--- src/noc_shell_cfg.svh ---
// NoC shell configuration
// Setting and readback addresses, block identity and bus widths
// for the single-port shell

`ifndef NOC_SHELL_CFG_SVH
`define NOC_SHELL_CFG_SVH

// Bus widths
`define DATA_W 64
`define SID_W 16
`define SEQ_W 12
`define SR_AW 8
`define SR_DW 32

// Shell setting addresses
`define SR_SRC_SID 8'd5
`define SR_NEXT_DST_SID 8'd6
`define SR_RESP_IN_DST_SID 8'd7
`define SR_RESP_OUT_DST_SID 8'd8
`define SR_RB_ADDR_USER 8'd124
`define SR_CLEAR_TX_FC 8'd126
`define SR_RB_ADDR 8'd127

// Block identity
`define NOC_ID 64'hDEAD_BEEF_0123_4567
`define NUM_INPUT_PORTS 1
`define NUM_OUTPUT_PORTS 1
`define GLOBAL_PARAMS_RB {48'd0, 3'd0, 5'(`NUM_INPUT_PORTS), 3'd0, 5'(`NUM_OUTPUT_PORTS)}
`define STR_SINK_FIFOSIZE 11
`define MTU_LOG2 10

// Returned for an unknown readback select
`define BAD_RB_DATA 64'h0BADC0DE0BADC0DE

`endif

--- src/noc_shell_pkg.sv ---
// NoC shell types
// Packet types, command parser states and readback selects

package noc_shell_pkg;

   // Top two bits of every header word
   typedef enum logic [1:0] {
      PKT_DATA = 2'd0,
      PKT_FC   = 2'd1,
      PKT_CMD  = 2'd2,
      PKT_RESP = 2'd3
   } pkt_type_e;

   typedef enum logic [1:0] {
      CMD_HDR,
      CMD_PAYLOAD,
      CMD_WAIT_RESP
   } cmd_state_e;

   // Written through SR_RB_ADDR
   typedef enum logic [2:0] {
      RB_NOC_ID          = 3'd0,
      RB_GLOBAL_PARAMS   = 3'd1,
      RB_FIFOSIZE        = 3'd2,
      RB_MTU             = 3'd3,
      RB_BLOCK_PORT_SIDS = 3'd4,
      RB_USER_RB_DATA    = 3'd5
   } rb_sel_e;

endpackage

--- src/cmd_pkt_parser.sv ---
// Command packet parser
// Takes two-word command packets and turns each payload into one
// settings bus write. Sequence number and SIDs stay held for the
// response, and the next command waits until that response is out.

`include "noc_shell_cfg.svh"

module cmd_pkt_parser (
   input  logic                 clk,
   input  logic                 reset,
   input  logic [`DATA_W-1:0]   i_tdata,
   input  logic                 i_tlast,
   input  logic                 i_tvalid,
   output logic                 o_tready,
   output logic                 o_set_stb,
   output logic [`SR_AW-1:0]    o_set_addr,
   output logic [`SR_DW-1:0]    o_set_data,
   output logic [`SEQ_W-1:0]    o_seqnum,
   output logic [2*`SID_W-1:0]  o_sids,
   input  logic                 i_resp_busy
);
   import noc_shell_pkg::*;

   cmd_state_e state;
   logic       busy_seen;
   logic       hdr_ok;

   // A stray non-command or single-word header is consumed and dropped
   assign hdr_ok   = (pkt_type_e'(i_tdata[63:62]) == PKT_CMD) && !i_tlast;
   assign o_tready = (state == CMD_HDR) || (state == CMD_PAYLOAD);

   always_ff @(posedge clk) begin
      if (reset) begin
         state     <= CMD_HDR;
         busy_seen <= 1'b0;
         o_set_stb <= 1'b0;
         o_seqnum  <= '0;
         o_sids    <= '0;
      end else begin
         o_set_stb <= 1'b0;
         case (state)
            CMD_HDR: begin
               if (i_tvalid && hdr_ok) begin
                  o_seqnum <= i_tdata[59:48];
                  o_sids   <= i_tdata[31:0];
                  state    <= CMD_PAYLOAD;
               end
            end
            CMD_PAYLOAD: begin
               if (i_tvalid) begin
                  o_set_stb <= 1'b1;
                  state     <= CMD_WAIT_RESP;
               end
            end
            CMD_WAIT_RESP: begin
               // Response is gone once busy has risen and dropped again
               if (i_resp_busy) begin
                  busy_seen <= 1'b1;
               end else if (busy_seen) begin
                  busy_seen <= 1'b0;
                  state     <= CMD_HDR;
               end
            end
            default: state <= CMD_HDR;
         endcase
      end
   end

   always_ff @(posedge clk) begin
      if (state == CMD_PAYLOAD && i_tvalid) begin
         o_set_addr <= i_tdata[39:32];
         o_set_data <= i_tdata[31:0];
      end
   end

endmodule

--- src/noc_shell_top.sv ---
// NoC shell top level
// Single block port: input type demux, command parser, shell setting
// registers, response builder and output packet mux

`include "noc_shell_cfg.svh"

module noc_shell_top (
   input  logic               clk,
   input  logic               reset,
   // Network side
   input  logic [`DATA_W-1:0] i_tdata,
   input  logic               i_tlast,
   input  logic               i_tvalid,
   output logic               o_tready,
   output logic [`DATA_W-1:0] o_tdata,
   output logic               o_tlast,
   output logic               o_tvalid,
   input  logic               i_tready,
   // Stream sink and source
   output logic [`DATA_W-1:0] o_str_sink_tdata,
   output logic               o_str_sink_tlast,
   output logic               o_str_sink_tvalid,
   input  logic               i_str_sink_tready,
   input  logic [`DATA_W-1:0] i_str_src_tdata,
   input  logic               i_str_src_tlast,
   input  logic               i_str_src_tvalid,
   output logic               o_str_src_tready,
   // User settings bus and readback
   output logic               o_set_stb,
   output logic [`SR_AW-1:0]  o_set_addr,
   output logic [`SR_DW-1:0]  o_set_data,
   input  logic               i_rb_stb,
   input  logic [`DATA_W-1:0] i_rb_data,
   output logic [`SR_AW-1:0]  o_rb_addr,
   // Stream IDs and sequence clear
   output logic [`SID_W-1:0]  o_src_sid,
   output logic [`SID_W-1:0]  o_next_dst_sid,
   output logic [`SID_W-1:0]  o_resp_in_dst_sid,
   output logic [`SID_W-1:0]  o_resp_out_dst_sid,
   output logic               o_clear_tx_seqnum
);
   logic [`DATA_W-1:0]  cmd_tdata;
   logic                cmd_tlast;
   logic                cmd_tvalid;
   logic                cmd_tready;
   logic                set_stb;
   logic [`SR_AW-1:0]   set_addr;
   logic [`SR_DW-1:0]   set_data;
   logic [`SEQ_W-1:0]   cmd_seqnum;
   logic [2*`SID_W-1:0] cmd_sids;
   logic                rb_stb;
   logic [`DATA_W-1:0]  rb_data;
   logic                resp_busy;
   logic [`DATA_W-1:0]  resp_tdata;
   logic                resp_tlast;
   logic                resp_tvalid;
   logic                resp_tready;

   pkt_type_demux pkt_type_demux_inst (
      .clk(clk), .reset(reset),
      .i_tdata(i_tdata), .i_tlast(i_tlast), .i_tvalid(i_tvalid), .o_tready(o_tready),
      .o_sink_tdata(o_str_sink_tdata), .o_sink_tlast(o_str_sink_tlast),
      .o_sink_tvalid(o_str_sink_tvalid), .i_sink_tready(i_str_sink_tready),
      .o_cmd_tdata(cmd_tdata), .o_cmd_tlast(cmd_tlast),
      .o_cmd_tvalid(cmd_tvalid), .i_cmd_tready(cmd_tready)
   );

   cmd_pkt_parser cmd_pkt_parser_inst (
      .clk(clk), .reset(reset),
      .i_tdata(cmd_tdata), .i_tlast(cmd_tlast), .i_tvalid(cmd_tvalid), .o_tready(cmd_tready),
      .o_set_stb(set_stb), .o_set_addr(set_addr), .o_set_data(set_data),
      .o_seqnum(cmd_seqnum), .o_sids(cmd_sids), .i_resp_busy(resp_busy)
   );

   shell_setting_regs shell_setting_regs_inst (
      .clk(clk), .reset(reset),
      .i_set_stb(set_stb), .i_set_addr(set_addr), .i_set_data(set_data),
      .o_set_stb(o_set_stb), .o_set_addr(o_set_addr), .o_set_data(o_set_data),
      .i_rb_stb(i_rb_stb), .i_rb_data(i_rb_data), .o_rb_addr(o_rb_addr),
      .o_src_sid(o_src_sid), .o_next_dst_sid(o_next_dst_sid),
      .o_resp_in_dst_sid(o_resp_in_dst_sid), .o_resp_out_dst_sid(o_resp_out_dst_sid),
      .o_clear_tx_seqnum(o_clear_tx_seqnum),
      .o_rbk_stb(rb_stb), .o_rbk_data(rb_data)
   );

   resp_pkt_builder resp_pkt_builder_inst (
      .clk(clk), .reset(reset),
      .i_rbk_stb(rb_stb), .i_rbk_data(rb_data),
      .i_seqnum(cmd_seqnum), .i_sids(cmd_sids), .o_busy(resp_busy),
      .o_tdata(resp_tdata), .o_tlast(resp_tlast), .o_tvalid(resp_tvalid),
      .i_tready(resp_tready)
   );

   out_pkt_mux out_pkt_mux_inst (
      .clk(clk), .reset(reset),
      .i_src_tdata(i_str_src_tdata), .i_src_tlast(i_str_src_tlast),
      .i_src_tvalid(i_str_src_tvalid), .o_src_tready(o_str_src_tready),
      .i_resp_tdata(resp_tdata), .i_resp_tlast(resp_tlast),
      .i_resp_tvalid(resp_tvalid), .o_resp_tready(resp_tready),
      .o_tdata(o_tdata), .o_tlast(o_tlast), .o_tvalid(o_tvalid), .i_tready(i_tready)
   );

endmodule

--- src/out_pkt_mux.sv ---
// Output packet mux
// Merges stream source packets and response packets onto one output.
// A grant lasts for a whole packet, and when both sides wait the
// grant alternates.

`include "noc_shell_cfg.svh"

module out_pkt_mux (
   input  logic               clk,
   input  logic               reset,
   input  logic [`DATA_W-1:0] i_src_tdata,
   input  logic               i_src_tlast,
   input  logic               i_src_tvalid,
   output logic               o_src_tready,
   input  logic [`DATA_W-1:0] i_resp_tdata,
   input  logic               i_resp_tlast,
   input  logic               i_resp_tvalid,
   output logic               o_resp_tready,
   output logic [`DATA_W-1:0] o_tdata,
   output logic               o_tlast,
   output logic               o_tvalid,
   input  logic               i_tready
);
   // sel_q high grants the response side, and it also records the
   // last winner for alternation
   logic active;
   logic sel_q;
   logic pick;

   // Both waiting: the side that lost last time goes next
   assign pick = (i_src_tvalid && i_resp_tvalid) ? !sel_q : i_resp_tvalid;

   assign o_tdata  = sel_q ? i_resp_tdata : i_src_tdata;
   assign o_tlast  = sel_q ? i_resp_tlast : i_src_tlast;
   assign o_tvalid = active && (sel_q ? i_resp_tvalid : i_src_tvalid);

   assign o_src_tready  = active && !sel_q && i_tready;
   assign o_resp_tready = active && sel_q && i_tready;

   always_ff @(posedge clk) begin
      if (reset) begin
         active <= 1'b0;
         sel_q  <= 1'b0;
      end else if (!active) begin
         if (i_src_tvalid || i_resp_tvalid) begin
            active <= 1'b1;
            sel_q  <= pick;
         end
      end else if (o_tvalid && i_tready && o_tlast) begin
         // Release after the last word of the packet
         active <= 1'b0;
      end
   end

endmodule

--- src/pkt_type_demux.sv ---
// Packet type demux
// Steers each input packet by its header type: data to the stream
// sink, commands to the parser, flow control and responses dropped.
// The route is held from the header word until tlast.

`include "noc_shell_cfg.svh"

module pkt_type_demux (
   input  logic              clk,
   input  logic              reset,
   input  logic [`DATA_W-1:0] i_tdata,
   input  logic              i_tlast,
   input  logic              i_tvalid,
   output logic              o_tready,
   output logic [`DATA_W-1:0] o_sink_tdata,
   output logic              o_sink_tlast,
   output logic              o_sink_tvalid,
   input  logic              i_sink_tready,
   output logic [`DATA_W-1:0] o_cmd_tdata,
   output logic              o_cmd_tlast,
   output logic              o_cmd_tvalid,
   input  logic              i_cmd_tready
);
   import noc_shell_pkg::*;

   pkt_type_e route_q;
   pkt_type_e route;
   logic      in_pkt;

   // Header word decides, later words follow the latched route
   assign route = in_pkt ? route_q : pkt_type_e'(i_tdata[63:62]);

   always_comb begin
      case (route)
         PKT_DATA: o_tready = i_sink_tready;
         PKT_CMD:  o_tready = i_cmd_tready;
         // FC and responses are sunk here
         default:  o_tready = 1'b1;
      endcase
   end

   assign o_sink_tdata  = i_tdata;
   assign o_sink_tlast  = i_tlast;
   assign o_sink_tvalid = i_tvalid && (route == PKT_DATA);

   assign o_cmd_tdata  = i_tdata;
   assign o_cmd_tlast  = i_tlast;
   assign o_cmd_tvalid = i_tvalid && (route == PKT_CMD);

   always_ff @(posedge clk) begin
      if (reset) begin
         in_pkt  <= 1'b0;
         route_q <= PKT_DATA;
      end else if (i_tvalid && o_tready) begin
         in_pkt <= !i_tlast;
         if (!in_pkt) begin
            route_q <= route;
         end
      end
   end

endmodule

--- src/resp_pkt_builder.sv ---
// Response packet builder
// Latches the readback word and sends a two-word response: header
// with the command's sequence number and swapped SIDs, then the data

`include "noc_shell_cfg.svh"

module resp_pkt_builder (
   input  logic                clk,
   input  logic                reset,
   input  logic                i_rbk_stb,
   input  logic [`DATA_W-1:0]  i_rbk_data,
   input  logic [`SEQ_W-1:0]   i_seqnum,
   input  logic [2*`SID_W-1:0] i_sids,
   output logic                o_busy,
   output logic [`DATA_W-1:0]  o_tdata,
   output logic                o_tlast,
   output logic                o_tvalid,
   input  logic                i_tready
);
   import noc_shell_pkg::*;

   logic [`DATA_W-1:0] rbk_q;
   logic [`DATA_W-1:0] hdr;
   logic               payload_phase;

   // Source and destination swap, the reply goes back to the sender
   assign hdr = {PKT_RESP, 2'b00, i_seqnum, 16'd0,
                 i_sids[`SID_W-1:0], i_sids[2*`SID_W-1:`SID_W]};

   assign o_tvalid = o_busy;
   assign o_tlast  = payload_phase;
   assign o_tdata  = payload_phase ? rbk_q : hdr;

   always_ff @(posedge clk) begin
      if (reset) begin
         o_busy        <= 1'b0;
         payload_phase <= 1'b0;
      end else if (!o_busy) begin
         o_busy        <= i_rbk_stb;
         payload_phase <= 1'b0;
      end else if (i_tready) begin
         payload_phase <= !payload_phase;
         o_busy        <= !payload_phase;
      end
   end

   always_ff @(posedge clk) begin
      if (i_rbk_stb && !o_busy) begin
         rbk_q <= i_rbk_data;
      end
   end

endmodule

--- src/shell_setting_regs.sv ---
// Shell setting registers
// Decodes settings writes into the SID registers, readback selects
// and the sequence clear pulse, forwards every write to the user,
// and registers one readback word per write.

`include "noc_shell_cfg.svh"

module shell_setting_regs (
   input  logic                clk,
   input  logic                reset,
   input  logic                i_set_stb,
   input  logic [`SR_AW-1:0]   i_set_addr,
   input  logic [`SR_DW-1:0]   i_set_data,
   output logic                o_set_stb,
   output logic [`SR_AW-1:0]   o_set_addr,
   output logic [`SR_DW-1:0]   o_set_data,
   input  logic                i_rb_stb,
   input  logic [`DATA_W-1:0]  i_rb_data,
   output logic [`SR_AW-1:0]   o_rb_addr,
   output logic [`SID_W-1:0]   o_src_sid,
   output logic [`SID_W-1:0]   o_next_dst_sid,
   output logic [`SID_W-1:0]   o_resp_in_dst_sid,
   output logic [`SID_W-1:0]   o_resp_out_dst_sid,
   output logic                o_clear_tx_seqnum,
   output logic                o_rbk_stb,
   output logic [`DATA_W-1:0]  o_rbk_data
);
   import noc_shell_pkg::*;

   logic [`SID_W-1:0]  src_sid_d;
   logic [`SID_W-1:0]  next_dst_sid_d;
   logic [`SID_W-1:0]  resp_in_dst_sid_d;
   logic [`SID_W-1:0]  resp_out_dst_sid_d;
   rb_sel_e            rb_sel;
   rb_sel_e            rb_sel_d;
   logic               rb_pend;
   logic               rb_req;
   logic               rb_ready;
   logic [`DATA_W-1:0] rb_mux;

   // Every write also goes to the user, flow-control addresses included
   assign o_set_stb  = i_set_stb;
   assign o_set_addr = i_set_addr;
   assign o_set_data = i_set_data;

   ////////////////////
   // Register decode
   ////////////////////
   // Next values, so the readback on the following cycle sees the write
   always_comb begin
      src_sid_d          = o_src_sid;
      next_dst_sid_d     = o_next_dst_sid;
      resp_in_dst_sid_d  = o_resp_in_dst_sid;
      resp_out_dst_sid_d = o_resp_out_dst_sid;
      rb_sel_d           = rb_sel;
      if (i_set_stb) begin
         case (i_set_addr)
            `SR_SRC_SID:          src_sid_d          = i_set_data[`SID_W-1:0];
            `SR_NEXT_DST_SID:     next_dst_sid_d     = i_set_data[`SID_W-1:0];
            `SR_RESP_IN_DST_SID:  resp_in_dst_sid_d  = i_set_data[`SID_W-1:0];
            `SR_RESP_OUT_DST_SID: resp_out_dst_sid_d = i_set_data[`SID_W-1:0];
            `SR_RB_ADDR:          rb_sel_d           = rb_sel_e'(i_set_data[2:0]);
            default: ;
         endcase
      end
   end

   ////////////////////
   // Readback
   ////////////////////
   assign rb_req   = i_set_stb || rb_pend;
   // User readback holds until the user strobes
   assign rb_ready = (rb_sel_d != RB_USER_RB_DATA) || i_rb_stb;

   always_comb begin
      case (rb_sel_d)
         RB_NOC_ID:          rb_mux = `NOC_ID;
         RB_GLOBAL_PARAMS:   rb_mux = `GLOBAL_PARAMS_RB;
         RB_FIFOSIZE:        rb_mux = 64'(`STR_SINK_FIFOSIZE);
         RB_MTU:             rb_mux = 64'(`MTU_LOG2);
         RB_BLOCK_PORT_SIDS: rb_mux = {src_sid_d, next_dst_sid_d,
                                       resp_in_dst_sid_d, resp_out_dst_sid_d};
         RB_USER_RB_DATA:    rb_mux = i_rb_data;
         default:            rb_mux = `BAD_RB_DATA;
      endcase
   end

   always_ff @(posedge clk) begin
      if (reset) begin
         o_src_sid          <= '0;
         o_next_dst_sid     <= '0;
         o_resp_in_dst_sid  <= '0;
         o_resp_out_dst_sid <= '0;
         rb_sel             <= RB_NOC_ID;
         o_rb_addr          <= '0;
         o_clear_tx_seqnum  <= 1'b0;
         o_rbk_stb          <= 1'b0;
         rb_pend            <= 1'b0;
      end else begin
         o_src_sid          <= src_sid_d;
         o_next_dst_sid     <= next_dst_sid_d;
         o_resp_in_dst_sid  <= resp_in_dst_sid_d;
         o_resp_out_dst_sid <= resp_out_dst_sid_d;
         rb_sel             <= rb_sel_d;
         if (i_set_stb && i_set_addr == `SR_RB_ADDR_USER) begin
            o_rb_addr <= i_set_data[`SR_AW-1:0];
         end
         o_clear_tx_seqnum <= i_set_stb && (i_set_addr == `SR_CLEAR_TX_FC);
         o_rbk_stb         <= rb_req && rb_ready;
         rb_pend           <= rb_req && !rb_ready;
      end
   end

   always_ff @(posedge clk) begin
      if (rb_req && rb_ready) begin
         o_rbk_data <= rb_mux;
      end
   end

endmodule

--- config.mk ---
export PLATFORM = sky130hd
export DESIGN_NAME = noc_shell_top
export DESIGN_NICKNAME = d
export VERILOG_FILES = /design/src/noc_shell_pkg.sv /design/src/cmd_pkt_parser.sv /design/src/noc_shell_top.sv /design/src/out_pkt_mux.sv /design/src/pkt_type_demux.sv /design/src/resp_pkt_builder.sv /design/src/shell_setting_regs.sv
export VERILOG_INCLUDE_DIRS = /design/src
export SDC_FILE = /design/constraint.sdc
export NUM_CORES = 1
export LEC_CHECK = 0
export BUFFER_PORTS_ARGS = -buffer_cell sky130_fd_sc_hd__buf_2
export CORE_AREA = 2 2 176 178
export DETAILED_ROUTE_END_ITERATION = 6
export DIE_AREA = 0 0 178 180
export GPL_TIMING_DRIVEN = 0
export PLACE_DENSITY_LB_ADDON = 0.3
export SLEW_MARGIN = 0
export SYNTH_ARGS = -nofsm -noshare
export SYNTH_HDL_FRONTEND = slang
export SYNTH_SLANG_ARGS = --single-unit
--- constraint.sdc ---
create_clock -name clk -period 15.17 [get_ports clk]
set_input_delay 3.034 -clock clk [delete_from_list [all_inputs] [get_ports clk]]
set_output_delay 3.034 -clock clk [all_outputs]
set_load 0.05 [all_outputs]
==> results of run 1 <==
==> where the power goes <==
| group | leakage (nW) | switching (W) | internal, W |
|---|---|---|---|
| Clock | 0.526 | 0.000319 | 0.000486 |
| Sequential | 2.60 | 0.00000139 | 0.000856 |
| Combinational | 3.44 | 0.000110 | 0.0000481 |
| Total | 6.56 | 0.000430 | 0.00139 |
==> metal layers <==
layer  part of all wire  wire, um  GRT usage
met1               0.42     19000      0.367
met2               0.47     21700      0.456
met3              0.084      3860     0.0541
met4              0.025      1120     0.0790
met5            0.00028        13          0
==> registers in the layout (all words and copies together) (netlist names), 2 cells and up <==
| signal | flops |
|---|---|
| cmd_pkt_parser_inst.o_set_addr | 8 |
| cmd_pkt_parser_inst.o_set_data | 32 |
| cmd_pkt_parser_inst.o_sids | 32 |
| cmd_pkt_parser_inst.o_seqnum | 12 |
| shell_setting_regs_inst.o_src_sid | 16 |
| cmd_pkt_parser_inst.state | 2 |
| shell_setting_regs_inst.o_rbk_data | 64 |
| shell_setting_regs_inst.o_rb_addr | 8 |
| shell_setting_regs_inst.rb_sel | 3 |
| pkt_type_demux_inst.route_q | 2 |
| resp_pkt_builder_inst.rbk_q | 64 |
| shell_setting_regs_inst.o_next_dst_sid | 16 |
| shell_setting_regs_inst.o_resp_in_dst_sid | 16 |
| shell_setting_regs_inst.o_resp_out_dst_sid | 16 |
==> metrics by stage <==
step                      utilization  power [W]  cell area, um2  setup slack [ns]  hold WS, ns
after detailed placement        0.510    0.00103           15400              8.11        0.405
after global placement          0.504    0.00103           15200              6.22        0.401
after CTS                       0.546    0.00183           16500              8.10        0.411
after floorplan                     -   0.000976           12500              7.96        0.400
after global routing            0.546    0.00187           16500              8.04        0.411
final                           0.547    0.00182           16500              8.10        0.409
==> cell usage after synthesis, drive strengths merged (3+ instances only) <==
cell type | count | share of area
inv | 24 | 0.0072
mux2i | 128 | 0.10
nor4 | 3 | 0.0044
dfxtp | 133 | 0.21
a21o | 15 | 0.0090
a211o | 20 | 0.014
nand3b | 4 | 0.0024
nand2 | 130 | 0.039
buf | 78 | 0.046
a21oi | 141 | 0.056
nand2b | 5 | 0.0025
nor2b | 7 | 0.0035
clkbuf | 59 | 0.018
edfxtp | 168 | 0.40
nor2 | 130 | 0.039
o21ai | 50 | 0.020
nor3 | 9 | 0.0049
==> layout make-up <==
| type | count | area [um2] |
|---|---|---|
| Fill cell | 2706 | 13700 |
| Sequential cell | 301 | 7710 |
| Multi-Input combinational cell | 669 | 3970 |
| Timing Repair Buffer | 444 | 2350 |
| Clock buffer | 55 | 1000 |
| Buffer | 137 | 795 |
| Tap cell | 396 | 495 |
| Inverter | 24 | 90.1 |
| Clock inverter | 6 | 82.6 |
| Antenna cell | 5 | 12.5 |
==> path summary, 6_finish.rpt <==
path | from | to | slack (ns) | cells after the start
setup / recovery | i_tdata[63] | o_tready | 8.10 | 5
hold / removal | shell_setting_regs_inst.o_rbk_data[62] | resp_pkt_builder_inst.rbk_q[62] | 0.41 | 0
setup reg to reg | cmd_pkt_parser_inst.o_set_addr[1] | shell_setting_regs_inst.o_rbk_data[52] | 11.24 | 10
hold reg to reg | shell_setting_regs_inst.o_rbk_data[62] | resp_pkt_builder_inst.rbk_q[62] | 0.41 | 0
==> critical path, delay by kind of cell <==
kind	cells	cell delay, ns
mux	2	0.42
buf+inv	2	0.40
compound gates	1	0.18
==> cell families (layout without fill, tap and decap cells) <==
family,after synthesis,after routing,share of synthesized area
simple gates,304,304,0.105
flops,301,301,0.615
compound gates,234,234,0.104
buf+inv,161,666,0.0706
mux,130,130,0.104
xor+xnor,1,1,0.000699
other cells,0,5,0
==> impl_metrics.json, run 1 <==
{
  "cts.sinks": 301,
  "critical_path_class": "input pin to output port",
  "worstMarginPinSlew_ns": 1.21,
  "finalNonFillerCells": 2037,
  "clk_latency_ns": 0.51,
  "htree_num_levels": 2,
  "layout_min_cycle_time_ns": 7.07,
  "synthArstFlopShare": 0,
  "fin_skew_ns": 0.0204,
  "final_common_cell": "buf_2",
  "final_cell_mix": "442 x buf_2, 168 x edfxtp_1, 140 x a21oi_1",
  "synth_nets": 1332,
  "cts_buffers": 34,
  "finalHoldViolCount": 0,
  "cts_resized": 0,
  "drv_cap": 0,
  "hold_path.class": "flop to flop",
  "io_pins": 449,
  "num_vias": 10500,
  "cp_slowest_cell": "buf_2",
  "ant_nets": 0,
  "cts_tree": "yes",
  "core_area_um2": 30200,
  "ys_ff_latch": 301,
  "clk_pin_slew_worst_paths_ns": 0.06,
  "dp.final_hpwl_um": 34100,
  "routedWlPerCell_um": 22.4,
  "synth.cell_area_um2": 12500,
  "max_slew_margin": 0.187,
  "drt_iter0_drc": 872,
  "powerDensity_nw_per_um2": 110,
  "ir_drop_mv": 0.0771,
  "die_area_um2": 32000,
  "yosysSeqAreaShare": 0.615,
  "slowest_delay_ns": 0.27,
  "timing.critical_path.cells": "buf_2, mux2i_1, mux2i_1, a211o_1, buf_2",
  "rsz0062_at_grt": "false",
  "routed_wl_um": 45700,
  "fin_crit_sh": 0.466,
  "synth_cell_types": 46,
  "grt_pass1_vias": 9850,
  "portBuffers": 437,
  "clock_path_buffers": 3,
  "worst-path-max-fanout": 6,
  "antenna_found_initial": 6,
  "status": "completed",
  "cts_setup_buffers": 0,
  "end_kind": "output port",
  "critPathArrivalTime_ns": 4.04,
  "drv_slew": 0,
  "rows": 64,
  "cts_hold_buf": 0,
  "ys.flop_type": "edfxtp_1",
  "cts_root_buf": "clkbuf_16",
  "crit_required_ns": 12.14,
  "die_h_um": 180,
  "via_per_inst": 5.14,
  "die_x_um": 178,
  "overflow": 0,
  "fin_nets": 1812,
  "dp_cells": 1971,
  "start_kind": "input pin",
  "drive_above_1_share": 0.352,
  "setup_viol": 0,
  "areaGrowthSynthToFinish_pct": 31.7,
  "post-route-drc-count": 0,
  "place_congestion": 0.860,
  "synth_enable_flop_cells": 168,
  "grt_first_pass_wirelength_um": 63700,
  "syn_area_per_cell_um2": 11.1,
  "leakagePower_nw": 6.56,
  "grt_use_total": 0.276,
  "syn_inst": 1131,
  "dr.pass1.iters": 5,
  "max_freq_ghz": 0.141,
  "synth_warnings": 0,
  "start_util": 0.415,
  "timing.setup.tns_ns": 0,
  "grt_max_degree": 26
}
No activity file was read; power rests on OpenSTA's default activity.
==> inputs of run 2 (changes only) <==
--- a/config.mk
+++ b/config.mk
@@ -7,9 +7,9 @@
 export NUM_CORES = 1
 export LEC_CHECK = 0
 export BUFFER_PORTS_ARGS = -buffer_cell sky130_fd_sc_hd__buf_2
-export CORE_AREA = 2 2 176 178
+export CORE_AREA = 2 2 175 177
 export DETAILED_ROUTE_END_ITERATION = 6
-export DIE_AREA = 0 0 178 180
+export DIE_AREA = 0 0 177 179
 export GPL_TIMING_DRIVEN = 0
 export PLACE_DENSITY_LB_ADDON = 0.3
 export SLEW_MARGIN = 0
==> constraint.sdc (replaced) <==
create_clock -name clk -period 5.94 [get_ports clk]
set_input_delay 1.188 -clock clk [delete_from_list [all_inputs] [get_ports clk]]
set_output_delay 1.188 -clock clk [all_outputs]
set_load 0.05 [all_outputs]
==> run 2 against run 1 <==
Net effect:
- cell area is 0.24% lower
- sequential share of layout area rose by 0.11 points
- utilization grew 0.16 points
- sequential power rose to 2.6 times the previous value
- largest cell class unchanged
- die area fell by 1.1%
- global-route usage grew 0.32 points
- cell count barely moved
- combinational power grew to 2.5 times the previous value
- clock power increased to 2.5 times the previous value
- total power grew to 2.5 times the previous value
- first-iteration DRC count is 4.1% lower
==> impl_metrics.json, run 2 (synthesis gave the netlist of run 1 again) <==
{
  "worstMarginPinSlew_ns": 1.21,
  "clk_pin_slew_worst_paths_ns": 0.06,
  "cts_resized": 0,
  "final_common_cell": "buf_2",
  "post-route-drc-count": 0,
  "leakagePower_nw": 6.55,
  "postPlaceCellArea_um2": 15400,
  "final_area_um2": 16500,
  "core_area_um2": 30000,
  "holdPathStages": 0,
  "top_regs": "resp_pkt_builder_inst.rbk_q x64, shell_setting_regs_inst.o_rbk_data x64",
  "overflow": 0,
  "setup_viol": 0,
  "max_slew_margin": 0.187,
  "routedWlPerCell_um": 22.3,
  "rsz0062_at_grt": "false",
  "dp_cells": 1970,
  "die_x_um": 177,
  "crit_required_ns": 4.75,
  "multi_input_area_um2": 3970,
  "ir_drop_mv": 0.192,
  "crit_cells": 6,
  "finalNonFillerCells": 2038,
  "critPathArrivalTime_ns": 3.05,
  "clk_latency_ns": 0.51,
  "die_area_um2": 31700,
  "num_vias": 10500,
  "dp.final_hpwl_um": 33800,
  "timing.setup.tns_ns": 0,
  "final_cell_mix": "442 x buf_2, 168 x edfxtp_1, 140 x a21oi_1",
  "cp_slowest_cell": "clkbuf_1",
  "start_util": 0.417,
  "postLayoutCoreUtil": 0.548,
  "drive_above_1_share": 0.354,
  "powerDensity_nw_per_um2": 282,
  "clock_path_buffers": 3,
  "die_h_um": 179,
  "cts_buffers": 35,
  "worst-path-max-fanout": 10,
  "layout_min_cycle_time_ns": 4.24,
  "dr.pass1.iters": 5,
  "portBuffers": 437,
  "fin_skew_ns": 0.0139,
  "fin_nets": 1812,
  "drt_iter0_drc": 836,
  "reg2reg_depth": 9,
  "crit_buf_inv": 4,
  "place_congestion": 0.850,
  "cp_top_family": "buffers and inverters",
  "fin_crit_sh": 0.713,
  "grt_first_pass_wirelength_um": 63600,
  "critPathMostFrequentCell": "clkbuf_1",
  "drv_cap": 0,
  "grt_use_total": 0.279,
  "cts_hold_buf": 0,
  "routed_wl_um": 45500,
  "drv_slew": 0,
  "max_freq_ghz": 0.236,
  "start_kind": "flop",
  "cts_tree": "yes",
  "io_pins": 449,
  "grt_pass1_vias": 9987,
  "via_per_inst": 5.14,
  "cts_setup_buffers": 0,
  "critical_path_class": "flop to output port",
  "slowest_delay_ns": 0.70,
  "status": "completed",
  "end_kind": "output port",
  "n_fill_cell": 2689,
  "areaGrowthSynthToFinish_pct": 31.4,
  "ff_latch_area_um2": 7710,
  "ant_nets": 0,
  "grt_max_degree": 29,
  "antenna_found_initial": 7,
  "cts.sinks": 301,
  "finalHoldViolCount": 0,
  "hold_path.class": "flop to flop",
  "cts_root_buf": "clkbuf_16",
  "timing.critical_path.cells": "clkbuf_1, clkbuf_1, clkbuf_1, nor2_1, a21oi_1, buf_2",
  "hold_slack_ns": 0.411,
  "rows": 64,
  "htree_num_levels": 2
}
-- run 2: cell count changes in the layout (fill, tap and decap cells not counted) --
cell        delta
clkinv_1       +4
clkinvlp_4     +1
clkinv_2       +2
inv_6          +2
clkbuf_8       +1
inv_8          +1
bufinv_16      -1
buf_12         +1
clkbuf_16      -1
diode_2        -1
clkbuf_1       -6
buf_16         -2
-- run 2: cell type report --
class                           instances  share of cell area
Sequential cell                       301               0.468
Multi-Input combinational cell        669               0.241
Timing Repair Buffer                  443               0.141
Clock buffer                           49              0.0588
Buffer                                137              0.0483
Tap cell                              396              0.0301
Clock inverter                         15             0.00692
Inverter                               24             0.00547
Antenna cell                            4            0.000608
-- run 2: layer usage --
metal  up-vias  track usage  wire [um]
li1       4870            -          -
met5         -            0          7
met3        88       0.0693       4300
met2       538        0.464      21700
met4         2       0.0909       1300
met1      4987        0.357      18200
-- run 2: report_power, final --
| group | internal, W | switching, W | total (W) |
|---|---|---|---|
| clock network | 0.00119 | 0.000858 | 0.00205 |
| logic | 0.000123 | 0.000279 | 0.000402 |
| registers | 0.00219 | 0.00000353 | 0.00219 |
| total | 0.00350 | 0.00114 | 0.00464 |
-- run 2: through the flow --
step	total power [W]	worst slack (ns)
after global routing	0.00477	1.47
final	0.00464	1.70
after floorplan	0.00249	0.373
after global placement	0.00263	-1.98
after detailed placement	0.00264	2.05
after CTS	0.00466	1.62
-- run 2: final timing paths --
| check | startpoint | to | slack, ns |
|---|---|---|---|
| hold / removal | shell_setting_regs_inst.o_rbk_data[22] | resp_pkt_builder_inst.rbk_q[22] | 0.41 |
| hold reg to reg | shell_setting_regs_inst.o_rbk_data[22] | resp_pkt_builder_inst.rbk_q[22] | 0.41 |
| setup reg to reg | cmd_pkt_parser_inst.o_set_addr[1] | shell_setting_regs_inst.o_rbk_data[45] | 2.07 |
| setup / recovery | out_pkt_mux_inst.sel_q | o_tdata[13] | 1.70 |
==> inputs of run 3 (changes only) <==
--- a/config.mk
+++ b/config.mk
@@ -6,10 +6,11 @@
 export SDC_FILE = /design/constraint.sdc
 export NUM_CORES = 1
 export LEC_CHECK = 0
+export ABC_AREA = 1
 export BUFFER_PORTS_ARGS = -buffer_cell sky130_fd_sc_hd__buf_2
-export CORE_AREA = 2 2 175 177
+export CORE_AREA = 2 2 174 176
 export DETAILED_ROUTE_END_ITERATION = 6
-export DIE_AREA = 0 0 177 179
+export DIE_AREA = 0 0 176 178
 export GPL_TIMING_DRIVEN = 0
 export PLACE_DENSITY_LB_ADDON = 0.3
 export SLEW_MARGIN = 0
==> constraint.sdc (replaced) <==
create_clock -name clk -period 3.9 [get_ports clk]
set_input_delay 0.78 -clock clk [delete_from_list [all_inputs] [get_ports clk]]
set_output_delay 0.78 -clock clk [all_outputs]
set_load 0.05 [all_outputs]
==> run 3 against run 2 <==
Net effect:
- die area is 1.1% lower
- largest cell class unchanged
- via count grew 14%
- global-route usage rose by 2.3 points
- sequential power grew 53%
- hold slack better by 0.0078 ns
- area after synthesis rose by 3.0%
- critical path depth unchanged
- highest routed layer unchanged
- critical path type unchanged
==> impl_metrics.json, run 3 <==
{
  "status": "completed",
  "ir_drop_mv": 0.400,
  "drv_slew": 0,
  "grt_max_degree": 34,
  "ys_top_cells_by_count": "252 x nand2_1, 181 x o21ai_0, 168 x edfxtp_1",
  "p_seq_frac": 0.468,
  "hold_path.class": "flop to flop",
  "num_vias": 11900,
  "yosysTopAreaCellShare": 0.391,
  "p_int_w": 0.00540,
  "routedWlPerCell_um": 21.4,
  "clk_pin_slew_worst_paths_ns": 0.06,
  "io_pins": 449,
  "syn_inst": 1392,
  "fin_nets": 2070,
  "leakagePower_nw": 7.13,
  "dp.final_hpwl_um": 38200,
  "start_util": 0.439,
  "syn_area_per_cell_um2": 9.27,
  "fin_skew_ns": 0.0197,
  "layout_min_cycle_time_ns": 3.46,
  "die_h_um": 178,
  "powerDensity_nw_per_um2": 425,
  "reg2reg_depth": 9,
  "dr.pass1.iters": 5,
  "synth.cell_area_um2": 12900,
  "die_area_um2": 31300,
  "yosysSeqAreaShare": 0.597,
  "p_sw_w": 0.00174,
  "n_fill_cell": 2735,
  "cts_hold_buf": 0,
  "critical_path_class": "flop to output port",
  "areaGrowthSynthToFinish_pct": 30.1,
  "routed_wl_um": 48800,
  "portBuffers": 437,
  "yosys.area.top_type": "edfxtp_1",
  "yosysMostFrequentCell": "nand2_1",
  "crit_required_ns": 3.12,
  "clk_latency_ns": 0.52,
  "p_clk_frac": 0.443,
  "setup_viol": 0,
  "antenna_found_initial": 9,
  "final_cell_mix": "462 x buf_2, 252 x nand2_1, 181 x o21ai_0",
  "worstMarginPinSlew_ns": 0.961,
  "cts_tree": "yes",
  "synth_warnings": 0,
  "fin_crit_sh": 0.886,
  "start_kind": "flop",
  "synth_cell_types": 32,
  "final_common_cell": "buf_2",
  "overflow": 0,
  "synthTopCellsByArea": "edfxtp_1 39%, dfxtp_1 21%, nand2_1 7.3%",
  "grt_use_total": 0.302,
  "ys_ff_latch": 301,
  "max_slew_margin": 0.359,
  "drive_above_1_share": 0.324,
  "die_x_um": 176,
  "synth_enable_flop_cells": 168,
  "rows": 63,
  "post-route-drc-count": 0,
  "htree_num_levels": 2,
  "drv_cap": 0,
  "place_congestion": 0.943,
  "multi_input_area_um2": 4000,
  "cts_buffers": 34,
  "rsz0062_at_grt": "false",
  "top_regs": "resp_pkt_builder_inst.rbk_q x64, shell_setting_regs_inst.o_rbk_data x64",
  "cts.sinks": 301,
  "holdPathStages": 0,
  "grt_pass1_vias": 11000,
  "worst-path-max-fanout": 10,
  "drt_iter0_drc": 876,
  "end_kind": "output port",
  "via_per_inst": 5.21,
  "clock_path_buffers": 3,
  "grt_first_pass_wirelength_um": 69000,
  "cts_resized": 0,
  "finalHoldViolCount": 0,
  "cts_setup_buffers": 0,
  "combPwrFrac": 0.090,
  "synth_nets": 1593,
  "ys.flop_type": "edfxtp_1",
  "cts_root_buf": "clkbuf_16",
  "core_area_um2": 29400,
  "ant_nets": 0,
  "power_w": 0.00714,
  "swShare": 0.243,
  "max_freq_ghz": 0.289,
  "synthArstFlopShare": 0,
  "critPathArrivalTime_ns": 2.68,
  "hold_slack_ns": 0.418,
  "ff_latch_area_um2": 7710
}
-- run 3: layout make-up --
cell class / count / area share
Sequential cell: 301 / 0.459
Antenna cell: 3 / 0.000447
Inverter: 82 / 0.0183
Buffer: 151 / 0.0533
Timing Repair Buffer: 441 / 0.136
Clock inverter: 14 / 0.00768
Multi-Input combinational cell: 858 / 0.238
Clock buffer: 47 / 0.0578
Tap cell: 390 / 0.0291
-- run 3: worst max-delay path, cell delays in order, from the launching register on --
cell	delay (ns)
dfxtp_1	0.39
inv_1	0.11
clkbuf_1	0.43
clkbuf_1	0.62
nand2_1	0.13
o21ai_0	0.12
buf_2	0.36
-- run 3: per-stage QoR --
stage               instance area (um2)  utilization  setup WS (ns)  cells  TNS, ns
CTS                               16800        0.571          0.406   2284        0
global placement                  15600        0.530         -0.576   2219   -36.32
finish                            16800        0.571          0.445   2287        0
global route                      16800        0.571          0.298   2285        0
floorplan                         12900            -          0.300   1392        0
detailed placement                15700        0.533          0.956   2223        0
-- run 3: power by group through the flow --
stage / Clock, W / Sequential (W) / Combinational [W]
2_1_floorplan: 0 / 0.00340 / 0.000406
3_3_place_gp: 0 / 0.00340 / 0.000637
3_5_place_dp: 0 / 0.00340 / 0.000641
4_1_cts: 0.00318 / 0.00334 / 0.000643
5_1_grt: 0.00331 / 0.00334 / 0.000672
6_report: 0.00316 / 0.00334 / 0.000641
-- run 3: routing by layer --
layer	track usage	routed length, um	vias up
li1	-	-	5635
met1	0.383	19800	5614
met2	0.515	23500	557
met3	0.0710	3940	90
met4	0.0930	1470	12
met5	0	83	-
-- run 3: path summary, 6_finish.rpt --
check,start,slack [ns],to
max reg2reg,cmd_pkt_parser_inst.o_set_addr[5],1.16,shell_setting_regs_inst.o_rbk_data[31]
min,shell_setting_regs_inst.o_rbk_data[61],0.42,resp_pkt_builder_inst.rbk_q[61]
min reg2reg,shell_setting_regs_inst.o_rbk_data[61],0.42,resp_pkt_builder_inst.rbk_q[61]
max,out_pkt_mux_inst.sel_q,0.44,o_tdata[2]
-- run 3: kinds of logic after synthesis --
| family | Yosys count | share of synthesized area |
|---|---|---|
| AOI/OAI and AO/OA | 295 | 0.121 |
| buffers and inverters | 233 | 0.0932 |
| DFF | 301 | 0.597 |
| and+or+nand+nor | 563 | 0.189 |
